--- src/source/loader_defines.svh ---
// clock, baud, oversampling, instruction memory depth and halt word macros
`ifndef LOADER_DEFINES_SVH
`define LOADER_DEFINES_SVH

// system clock in hz
`define LDR_CLK_HZ 30000000

// serial line rate
`define LDR_BAUD 203400

// ticks per serial bit
`define LDR_OVERSAMPLE 16

// clocks per oversampling tick, 9 at the rates above
`define LDR_TICK_DIV (`LDR_CLK_HZ / (`LDR_BAUD * `LDR_OVERSAMPLE))

// instruction words in memory
`define LDR_IMEM_DEPTH 128

// mips halt pattern, last word of a program
`define LDR_HALT_WORD 32'hFC000000

`endif

--- src/source/loader_pkg.sv ---
// loader types: data widths, uart state enums and instruction memory write struct
`default_nettype none

`include "loader_defines.svh"

package loader_pkg;

	typedef logic [7:0] byte_t;
	typedef logic [31:0] word_t;
	typedef logic [$clog2(`LDR_IMEM_DEPTH)-1:0] iaddr_t;

	typedef enum logic [1:0] {
		RX_IDLE,
		RX_START,
		RX_DATA,
		RX_STOP
	} rx_state_e;

	typedef enum logic [1:0] {
		TX_IDLE,
		TX_START,
		TX_DATA,
		TX_STOP
	} tx_state_e;

	// one instruction memory write
	typedef struct packed {
		logic en;
		iaddr_t addr;
		word_t data;
	} imem_wr_t;

endpackage

`default_nettype wire

--- src/source/baud_tick_gen.sv ---
// baud_tick_gen: clock divider producing the uart oversampling tick
`default_nettype none

`include "loader_defines.svh"

module baud_tick_gen (
	input wire clock_i,
	input wire rst_i,
	output logic tick_o
);

	localparam int unsigned CNT_W = $clog2(`LDR_TICK_DIV);
	localparam logic [CNT_W-1:0] CNT_LAST = CNT_W'(`LDR_TICK_DIV - 1);

	logic [CNT_W-1:0] cnt_q;

	// tick is one clock wide, once per divider period
	always_ff @(posedge clock_i) begin
		if (rst_i) begin
			cnt_q <= '0;
			tick_o <= 1'b0;
		end else if (cnt_q == CNT_LAST) begin
			cnt_q <= '0;
			tick_o <= 1'b1;
		end else begin
			cnt_q <= cnt_q + 1'b1;
			tick_o <= 1'b0;
		end
	end

endmodule

`default_nettype wire

--- src/source/fetch_unit.sv ---
// fetch_unit: instruction memory with load port, program counter and registered fetch
`default_nettype none

`include "loader_defines.svh"

module fetch_unit
	import loader_pkg::*;
(
	input wire clock_i,
	input wire rst_i,
	input wire fetch_en_i,
	input wire jump_i,
	input wire iaddr_t jump_addr_i,
	input wire imem_wr_t wr_i,
	output word_t instr_o,
	output iaddr_t pc_o
);

	word_t mem [`LDR_IMEM_DEPTH];
	iaddr_t pc_q;

	// empty program until the loader fills it
	initial begin
		for (int i = 0; i < `LDR_IMEM_DEPTH; i++)
			mem[i] = '0;
	end

	always_ff @(posedge clock_i) begin
		if (wr_i.en)
			mem[wr_i.addr] <= wr_i.data;
	end

	// read before write on a shared address, pc wraps past the last word
	always_ff @(posedge clock_i) begin
		if (rst_i) begin
			pc_q <= '0;
			pc_o <= '0;
			instr_o <= '0;
		end else if (fetch_en_i) begin
			instr_o <= mem[pc_q];
			pc_o <= pc_q;
			pc_q <= jump_i ? jump_addr_i : pc_q + 1'b1;
		end
	end

endmodule

`default_nettype wire

--- src/source/top_pc_to_inst_mem.sv ---
// top_pc_to_inst_mem: uart loopback loader feeding instruction memory and fetch
`default_nettype none

module top_pc_to_inst_mem
	import loader_pkg::*;
(
	input wire clock_i,
	input wire rst_i,
	input wire tx_start_i,
	input wire fetch_en_i,
	input wire jump_i,
	input wire byte_t tx_din_i,
	input wire iaddr_t jump_addr_i,
	output logic serial_o,
	output logic tx_ready_o,
	output logic tx_done_o,
	output logic rx_done_o,
	output logic load_done_o,
	output byte_t rx_byte_o,
	output rx_state_e rx_state_o,
	output iaddr_t pc_o,
	output word_t instr_o
);

	logic tick;
	imem_wr_t imem_wr;

	baud_tick_gen baud_tick_gen_i (
		.clock_i(clock_i),
		.rst_i(rst_i),
		.tick_o(tick)
	);

	uart_tx uart_tx_i (
		.clock_i(clock_i),
		.rst_i(rst_i),
		.tick_i(tick),
		.start_i(tx_start_i),
		.din_i(tx_din_i),
		.serial_o(serial_o),
		.ready_o(tx_ready_o),
		.done_o(tx_done_o)
	);

	// serial line loops straight back into the receiver
	uart_rx uart_rx_i (
		.clock_i(clock_i),
		.rst_i(rst_i),
		.tick_i(tick),
		.serial_i(serial_o),
		.byte_o(rx_byte_o),
		.done_o(rx_done_o),
		.state_o(rx_state_o)
	);

	word_assembler word_assembler_i (
		.clock_i(clock_i),
		.rst_i(rst_i),
		.byte_valid_i(rx_done_o),
		.byte_i(rx_byte_o),
		.wr_o(imem_wr),
		.load_done_o(load_done_o)
	);

	fetch_unit fetch_unit_i (
		.clock_i(clock_i),
		.rst_i(rst_i),
		.fetch_en_i(fetch_en_i),
		.jump_i(jump_i),
		.jump_addr_i(jump_addr_i),
		.wr_i(imem_wr),
		.instr_o(instr_o),
		.pc_o(pc_o)
	);

endmodule

`default_nettype wire

--- src/source/uart_rx.sv ---
// uart_rx: oversampling 8n1 serial receiver
`default_nettype none

`include "loader_defines.svh"

module uart_rx
	import loader_pkg::*;
(
	input wire clock_i,
	input wire rst_i,
	input wire tick_i,
	input wire serial_i,
	output byte_t byte_o,
	output logic done_o,
	output rx_state_e state_o
);

	localparam int unsigned TCNT_W = $clog2(`LDR_OVERSAMPLE);
	localparam logic [TCNT_W-1:0] TCNT_LAST = TCNT_W'(`LDR_OVERSAMPLE - 1);
	localparam logic [TCNT_W-1:0] TCNT_MID = TCNT_W'(`LDR_OVERSAMPLE / 2 - 1);

	rx_state_e state_q;
	logic [TCNT_W-1:0] tick_cnt_q;
	logic [2:0] bit_cnt_q;
	logic sample;

	assign state_o = state_q;
	// middle of a data or stop bit, start bit is centred already
	assign sample = tick_i && (tick_cnt_q == TCNT_LAST);

	always_ff @(posedge clock_i) begin
		if (rst_i) begin
			state_q <= RX_IDLE;
			tick_cnt_q <= '0;
			bit_cnt_q <= '0;
			done_o <= 1'b0;
		end else begin
			done_o <= 1'b0;
			if (tick_i)
				tick_cnt_q <= tick_cnt_q + 1'b1;
			case (state_q)
				RX_IDLE: begin
					tick_cnt_q <= '0;
					// falling edge starts a frame
					if (!serial_i)
						state_q <= RX_START;
				end
				RX_START: begin
					if (tick_i && tick_cnt_q == TCNT_MID) begin
						tick_cnt_q <= '0;
						bit_cnt_q <= '0;
						// glitch shorter than half a bit goes back to idle
						state_q <= serial_i ? RX_IDLE : RX_DATA;
					end
				end
				RX_DATA: begin
					if (sample) begin
						bit_cnt_q <= bit_cnt_q + 1'b1;
						if (bit_cnt_q == 3'd7)
							state_q <= RX_STOP;
					end
				end
				default: begin
					if (sample) begin
						done_o <= 1'b1;
						state_q <= RX_IDLE;
					end
				end
			endcase
		end
	end

	// data arrives lsb first
	always_ff @(posedge clock_i) begin
		if (state_q == RX_DATA && sample)
			byte_o <= {serial_i, byte_o[7:1]};
	end

endmodule

`default_nettype wire

--- src/source/uart_tx.sv ---
// uart_tx: 8n1 serial transmitter with ready level and done strobe
`default_nettype none

`include "loader_defines.svh"

module uart_tx
	import loader_pkg::*;
(
	input wire clock_i,
	input wire rst_i,
	input wire tick_i,
	input wire start_i,
	input wire byte_t din_i,
	output logic serial_o,
	output logic ready_o,
	output logic done_o
);

	localparam int unsigned TCNT_W = $clog2(`LDR_OVERSAMPLE);
	localparam logic [TCNT_W-1:0] TCNT_LAST = TCNT_W'(`LDR_OVERSAMPLE - 1);

	tx_state_e state_q;
	logic [TCNT_W-1:0] tick_cnt_q;
	logic [2:0] bit_cnt_q;
	byte_t shreg_q;
	logic bit_end;

	assign bit_end = tick_i && (tick_cnt_q == TCNT_LAST);
	assign ready_o = (state_q == TX_IDLE);

	always_ff @(posedge clock_i) begin
		if (rst_i) begin
			state_q <= TX_IDLE;
			tick_cnt_q <= '0;
			bit_cnt_q <= '0;
			done_o <= 1'b0;
		end else begin
			done_o <= 1'b0;
			if (tick_i)
				tick_cnt_q <= tick_cnt_q + 1'b1;
			case (state_q)
				TX_IDLE: begin
					tick_cnt_q <= '0;
					if (start_i)
						state_q <= TX_START;
				end
				TX_START: begin
					if (bit_end) begin
						bit_cnt_q <= '0;
						state_q <= TX_DATA;
					end
				end
				TX_DATA: begin
					if (bit_end) begin
						bit_cnt_q <= bit_cnt_q + 1'b1;
						if (bit_cnt_q == 3'd7)
							state_q <= TX_STOP;
					end
				end
				default: begin
					// end of stop bit, ready rises with done
					if (bit_end) begin
						done_o <= 1'b1;
						state_q <= TX_IDLE;
					end
				end
			endcase
		end
	end

	// byte under transmission, lsb goes out first
	always_ff @(posedge clock_i) begin
		if (state_q == TX_IDLE && start_i)
			shreg_q <= din_i;
		else if (state_q == TX_DATA && bit_end)
			shreg_q <= shreg_q >> 1;
	end

	always_comb begin
		case (state_q)
			TX_START: serial_o = 1'b0;
			TX_DATA: serial_o = shreg_q[0];
			default: serial_o = 1'b1;
		endcase
	end

endmodule

`default_nettype wire

--- src/source/word_assembler.sv ---
// word_assembler: packs received bytes into instruction writes, flags end of load
`default_nettype none

`include "loader_defines.svh"

module word_assembler
	import loader_pkg::*;
(
	input wire clock_i,
	input wire rst_i,
	input wire byte_valid_i,
	input wire byte_t byte_i,
	output imem_wr_t wr_o,
	output logic load_done_o
);

	localparam iaddr_t ADDR_LAST = iaddr_t'(`LDR_IMEM_DEPTH - 1);

	logic [1:0] byte_cnt_q;
	logic wr_en_q;
	iaddr_t addr_q;
	word_t word_q;
	logic done_q;
	logic take;

	// nothing accepted once the program is in
	assign take = byte_valid_i && !load_done_o;

	assign load_done_o = done_q
		|| (wr_en_q && (word_q == `LDR_HALT_WORD || addr_q == ADDR_LAST));

	assign wr_o = '{en: wr_en_q, addr: addr_q, data: word_q};

	always_ff @(posedge clock_i) begin
		if (rst_i) begin
			byte_cnt_q <= '0;
			wr_en_q <= 1'b0;
			addr_q <= '0;
			done_q <= 1'b0;
		end else begin
			wr_en_q <= take && (byte_cnt_q == 2'd3);
			if (take)
				byte_cnt_q <= byte_cnt_q + 1'b1;
			if (wr_en_q)
				addr_q <= addr_q + 1'b1;
			done_q <= load_done_o;
		end
	end

	// first byte ends up in the top of the word
	always_ff @(posedge clock_i) begin
		if (take)
			word_q <= {word_q[23:0], byte_i};
	end

endmodule

`default_nettype wire
--- config.mk ---
export PLATFORM = sky130hd
export DESIGN_NAME = top_pc_to_inst_mem
export DESIGN_NICKNAME = d
export VERILOG_FILES = /design/src/source/loader_pkg.sv /design/src/source/baud_tick_gen.sv /design/src/source/fetch_unit.sv /design/src/source/top_pc_to_inst_mem.sv /design/src/source/uart_rx.sv /design/src/source/uart_tx.sv /design/src/source/word_assembler.sv
export VERILOG_INCLUDE_DIRS = /design/src /design/src/source
export SDC_FILE = /design/constraint.sdc
export NUM_CORES = 2
export LEC_CHECK = 0
export BUFFER_PORTS_ARGS = -buffer_cell sky130_fd_sc_hd__buf_2
export CAP_MARGIN = 10
export CORE_ASPECT_RATIO = 0.75
export CORE_MARGIN = 4
export CORE_UTILIZATION = 40
export CTS_BUF_LIST = sky130_fd_sc_hd__clkbuf_4 sky130_fd_sc_hd__clkbuf_8
export DETAILED_ROUTE_END_ITERATION = 8
export PLACE_DENSITY_LB_ADDON = 0.12
export REMOVE_ABC_BUFFERS = 1
export SLEW_MARGIN = 10
export SYNTH_ARGS = -nofsm -noshare
export SYNTH_HDL_FRONTEND = slang
export SYNTH_SLANG_ARGS = --single-unit
--- constraint.sdc ---
create_clock -name clock_i -period 4.85 [get_ports clock_i]
set_input_delay 0.97 -clock clock_i [delete_from_list [all_inputs] [get_ports clock_i]]
set_output_delay 0.97 -clock clock_i [all_outputs]
set_load 0.05 [all_outputs]
==> out/qor.yml <==
outcome:
  status: "finished, violations left"
  violations: "max-capacitance violations"
setup_path:
  criticalPathCategory: "register to register"
  crit_start: "fetch_unit_i.pc_q[0]"
  cp_data_required_time_ns: 5.92
  start_kind: "register"
  r2r_cells: 10
  r2r-end: "fetch_unit_i.instr_o[15]"
  r2r_start: "fetch_unit_i.pc_q[0]"
  worst_setup_path_end_kind: "register"
  path_max_fanout: 32
  reg2reg_slack_ns: 0.18
  arrival_ns: 5.74
finish:
  drive_gt1_share_pct: 28.9
  area_growth_pct: 13.6
  layout_common_cells: "4144 x edfxtp_1, 779 x mux4_2, 686 x clkbuf_8, 471 x mux2i_1, 431 x buf_4"
  n_fill_cell: 34400
  mostFrequentLayoutCell: "edfxtp_1"
  nNetsFinal: 8371
timing:
  finalCritPeriodShare_pct: 96.3
  setup_tns_ns: 0
  period_minus_slack_ns: 4.67
  drv_slew: 0
  setup_violations: 0
  slew_headroom_pct: 0.439
  timing.fmax_mhz: 214
  rsz0062_at_grt: "false"
  hold_ws_ns: 0.146
  finalHoldViolations: 0
  skew_ns: 0.0978
  tightest_slew_ns: 1.48
global_routing:
  use_met3_pct: 5.50
  first_global_vias: 84600
  grt_max_degree: 130
  use_met2_pct: 36.8
  gr-total-overflow: 0
  antenna_found_initial: 35
  grt_pass1_wl_um: 721000
  grt_util_all_layers_pct: 24.9
  grtUsageMet1_pct: 36.7
  grt.busiest_layer: "met2"
min_path:
  hp-class: "input pin to register"
  min_delay_path_depth: 3
  holdCritStartpoint: "jump_addr_i[1]"
  min_to: "fetch_unit_i.pc_q[1]"
synth:
  synth_top_cell_by_area: "edfxtp_1"
  netlist_top_cells_area: "edfxtp_1 76%, mux4_2 11%, mux2i_1 2.9%, mux4_1 1.5%, dfxtp_1 1.0%"
  synth_cell_type_count: 77
  synth_compound_area_share_pct: 3.57
  synthMuxAreaShare_pct: 15.2
  synthAdderAreaFrac_pct: 0.145
  synth_top_family_by_area: "multiplexers"
  avgSynthCellArea_um2: 21.7
  synthArstFlopShare_pct: 0
  yosys_warnings: 0
  syn_area_um2: 163000
  synth_flop_cell: "edfxtp_1"
  yosys.area_share.simple_pct: 1.79
  synth-xor-area-share_pct: 0.0697
  netlist_instances: 7528
  yosys_register_bits: 4226
  synth-edff-count: 4144
  synth_top_area_share_pct: 76.1
  synth_seq_area_share_pct: 77.1
floorplan:
  coreArea_um2: 407000
  die_w_um: 746
  die_area_um2: 419000
  initial_core_util_pct: 40.1
  die_y_um: 562
  ios: 74
  rows: 203
detailed_routing:
  wl_per_cell_um: 37.3
  route.detailed.drc: 0
  first_iter_violations: 11200
  via_per_inst: 5.99
  drt-pass1-iter-count: 8
  postRouteAntennaNets: 0
  routed_wl_um: 532000
  route.vias.total: 85500
pwr:
  powerDensity_nw_per_um2: 399
  peakVddDrop_uv: 260
  p_leak_nw: 57.4
clock_network:
  htree_num_levels: 6
  clockBufferDepth: 4
  postCtsSetupBuffers: 0
  insertion_delay_ns: 1.28
  cts_resized: 0
  cts_made_buffers: 658
  clock_sinks: 4226
  tritoncts: "done"
  clk_pin_slew_ns: 0.07
  root_buffer: "clkbuf_8"
run:
  maxCapViolCount: 1
place:
  place.gp.congestion: 0.867
  port_buffers: 73
  hpwl_um: 313000
-- synth_stat cells (18+ instances only) --
| cell type | n |
|---|---|
| o211ai_1 | 39 |
| a31oi_1 | 36 |
| o22ai_1 | 53 |
| edfxtp_1 | 4144 |
| nor2_1 | 255 |
| nor3_1 | 26 |
| buf_12 | 26 |
| a211oi_1 | 80 |
| mux4_1 | 91 |
| buf_4 | 46 |
| inv_1 | 22 |
| ha_1 | 19 |
| clkbuf_1 | 113 |
| nand4_1 | 25 |
| nand2_1 | 137 |
| buf_2 | 122 |
| a21oi_1 | 169 |
| clkbuf_8 | 18 |
| buf_6 | 44 |
| o21ai_0 | 77 |
| mux4_2 | 779 |
| a22oi_1 | 124 |
| a221oi_1 | 101 |
| buf_8 | 40 |
| mux2i_1 | 473 |
| o221ai_1 | 53 |
| dfxtp_1 | 82 |
| nor2b_1 | 42 |
| nand3_1 | 70 |
-- repair_timing --
| action | 4_1_cts | 5_1_grt |
|---|---|---|
| endpoints found under the hold margin | 18 | 0 |
| hold buffers | 10 | 0 |
| endpoints found under the setup margin | 0 | 0 |
-- where the power goes --
part / total (mW) / switching [mW] / leakage, nW / internal, mW
Combinational: 4.73 / 2.95 / 12.8 / 1.78
Clock: 29.7 / 14.3 / 6.70 / 15.4
Sequential: 39.7 / 0.179 / 37.9 / 39.5
Total: 74.1 / 17.4 / 57.4 / 56.7
-- state kept, by name (all words and copies together), names as in the netlist, 3 cells and up --
name                     cells
uart_rx_i.byte_o             8
word_assembler_i.addr_q      7
uart_tx_i.shreg_q            8
fetch_unit_i.instr_o        32
fetch_unit_i.pc_q            7
uart_rx_i.tick_cnt_q         4
baud_tick_gen_i.cnt_q        4
fetch_unit_i.mem          4096
word_assembler_i.word_q     32
fetch_unit_i.pc_o            7
uart_tx_i.tick_cnt_q         4
uart_tx_i.bit_cnt_q          3
uart_rx_i.bit_cnt_q          3
-- through the flow --
stage	instance area, um2	instances	utilization [%]	worst slack [ns]	power [mW]
2_1_floorplan	160000	7098	-	-48.98	47.0
3_3_place_gp	173000	13100	42.4	0.203	45.2
3_5_place_dp	173000	13100	42.4	0.311	45.2
5_1_grt	186000	14300	45.6	0.106	76.6
4_1_cts	186000	14300	45.6	0.244	74.7
6_report	186000	14300	45.6	0.180	74.1
-- cells by family (layout without fill, tap and decap cells) --
| kind of cell | count (synthesis) | in the layout |
|---|---|---|
| flip-flops | 4226 | 4226 |
| multiplexers | 1358 | 1358 |
| AO/OA/AOI/OAI | 826 | 826 |
| AND/OR/NAND/NOR | 631 | 631 |
| buffers and inverters | 455 | 1758 |
| adder cells (fa/ha/maj) | 19 | 19 |
| XOR/XNOR | 13 | 13 |
| other | 0 | 11 |
-- worst max-delay path by stage --
stage / depth (start not counted) / slack (ns) / to
2_1_floorplan: 6 / -48.98 / fetch_unit_i.instr_o[25]
3_3_place_gp: 8 / 0.20 / fetch_unit_i.instr_o[3]
3_5_place_dp: 8 / 0.31 / fetch_unit_i.instr_o[3]
4_1_cts: 8 / 0.24 / fetch_unit_i.instr_o[3]
5_1_grt: 10 / 0.11 / fetch_unit_i.instr_o[15]
6_report: 10 / 0.18 / fetch_unit_i.instr_o[15]
-- layer usage --
| metal | part of all wire [%] | up-vias |
|---|---|---|
| met5 | 0.015 | - |
| met4 | 3.7 | 12 |
| met3 | 9.0 | 850 |
| met2 | 44 | 4186 |
| met1 | 43 | 46800 |
| li1 | - | 33700 |
-- cell type report --
class / count / area (um2) / share of cell area (%)
timing repair buffer: 574 / 4910 / 2.64
antenna: 11 / 27.5 / 0.0148
clock inverter: 245 / 1540 / 0.828
tap: 5432 / 6800 / 3.66
sequential: 4226 / 126000 / 67.9
inverter: 25 / 109 / 0.0586
clock buffer: 914 / 11200 / 6.01
multi-input combinational: 2847 / 35000 / 18.9
-- worst max-delay path: stages, from the launching register on --
cell,delay [ns]
dfxtp_4,1.01
buf_12,0.35
nor2_1,0.17
nand2_1,0.83
buf_4,0.40
o22ai_1,0.13
a221oi_1,0.24
buf_4,0.17
a21oi_1,0.32
a31oi_1,0.62
a31oi_1,0.14
Power figures use the tool's default switching activity.
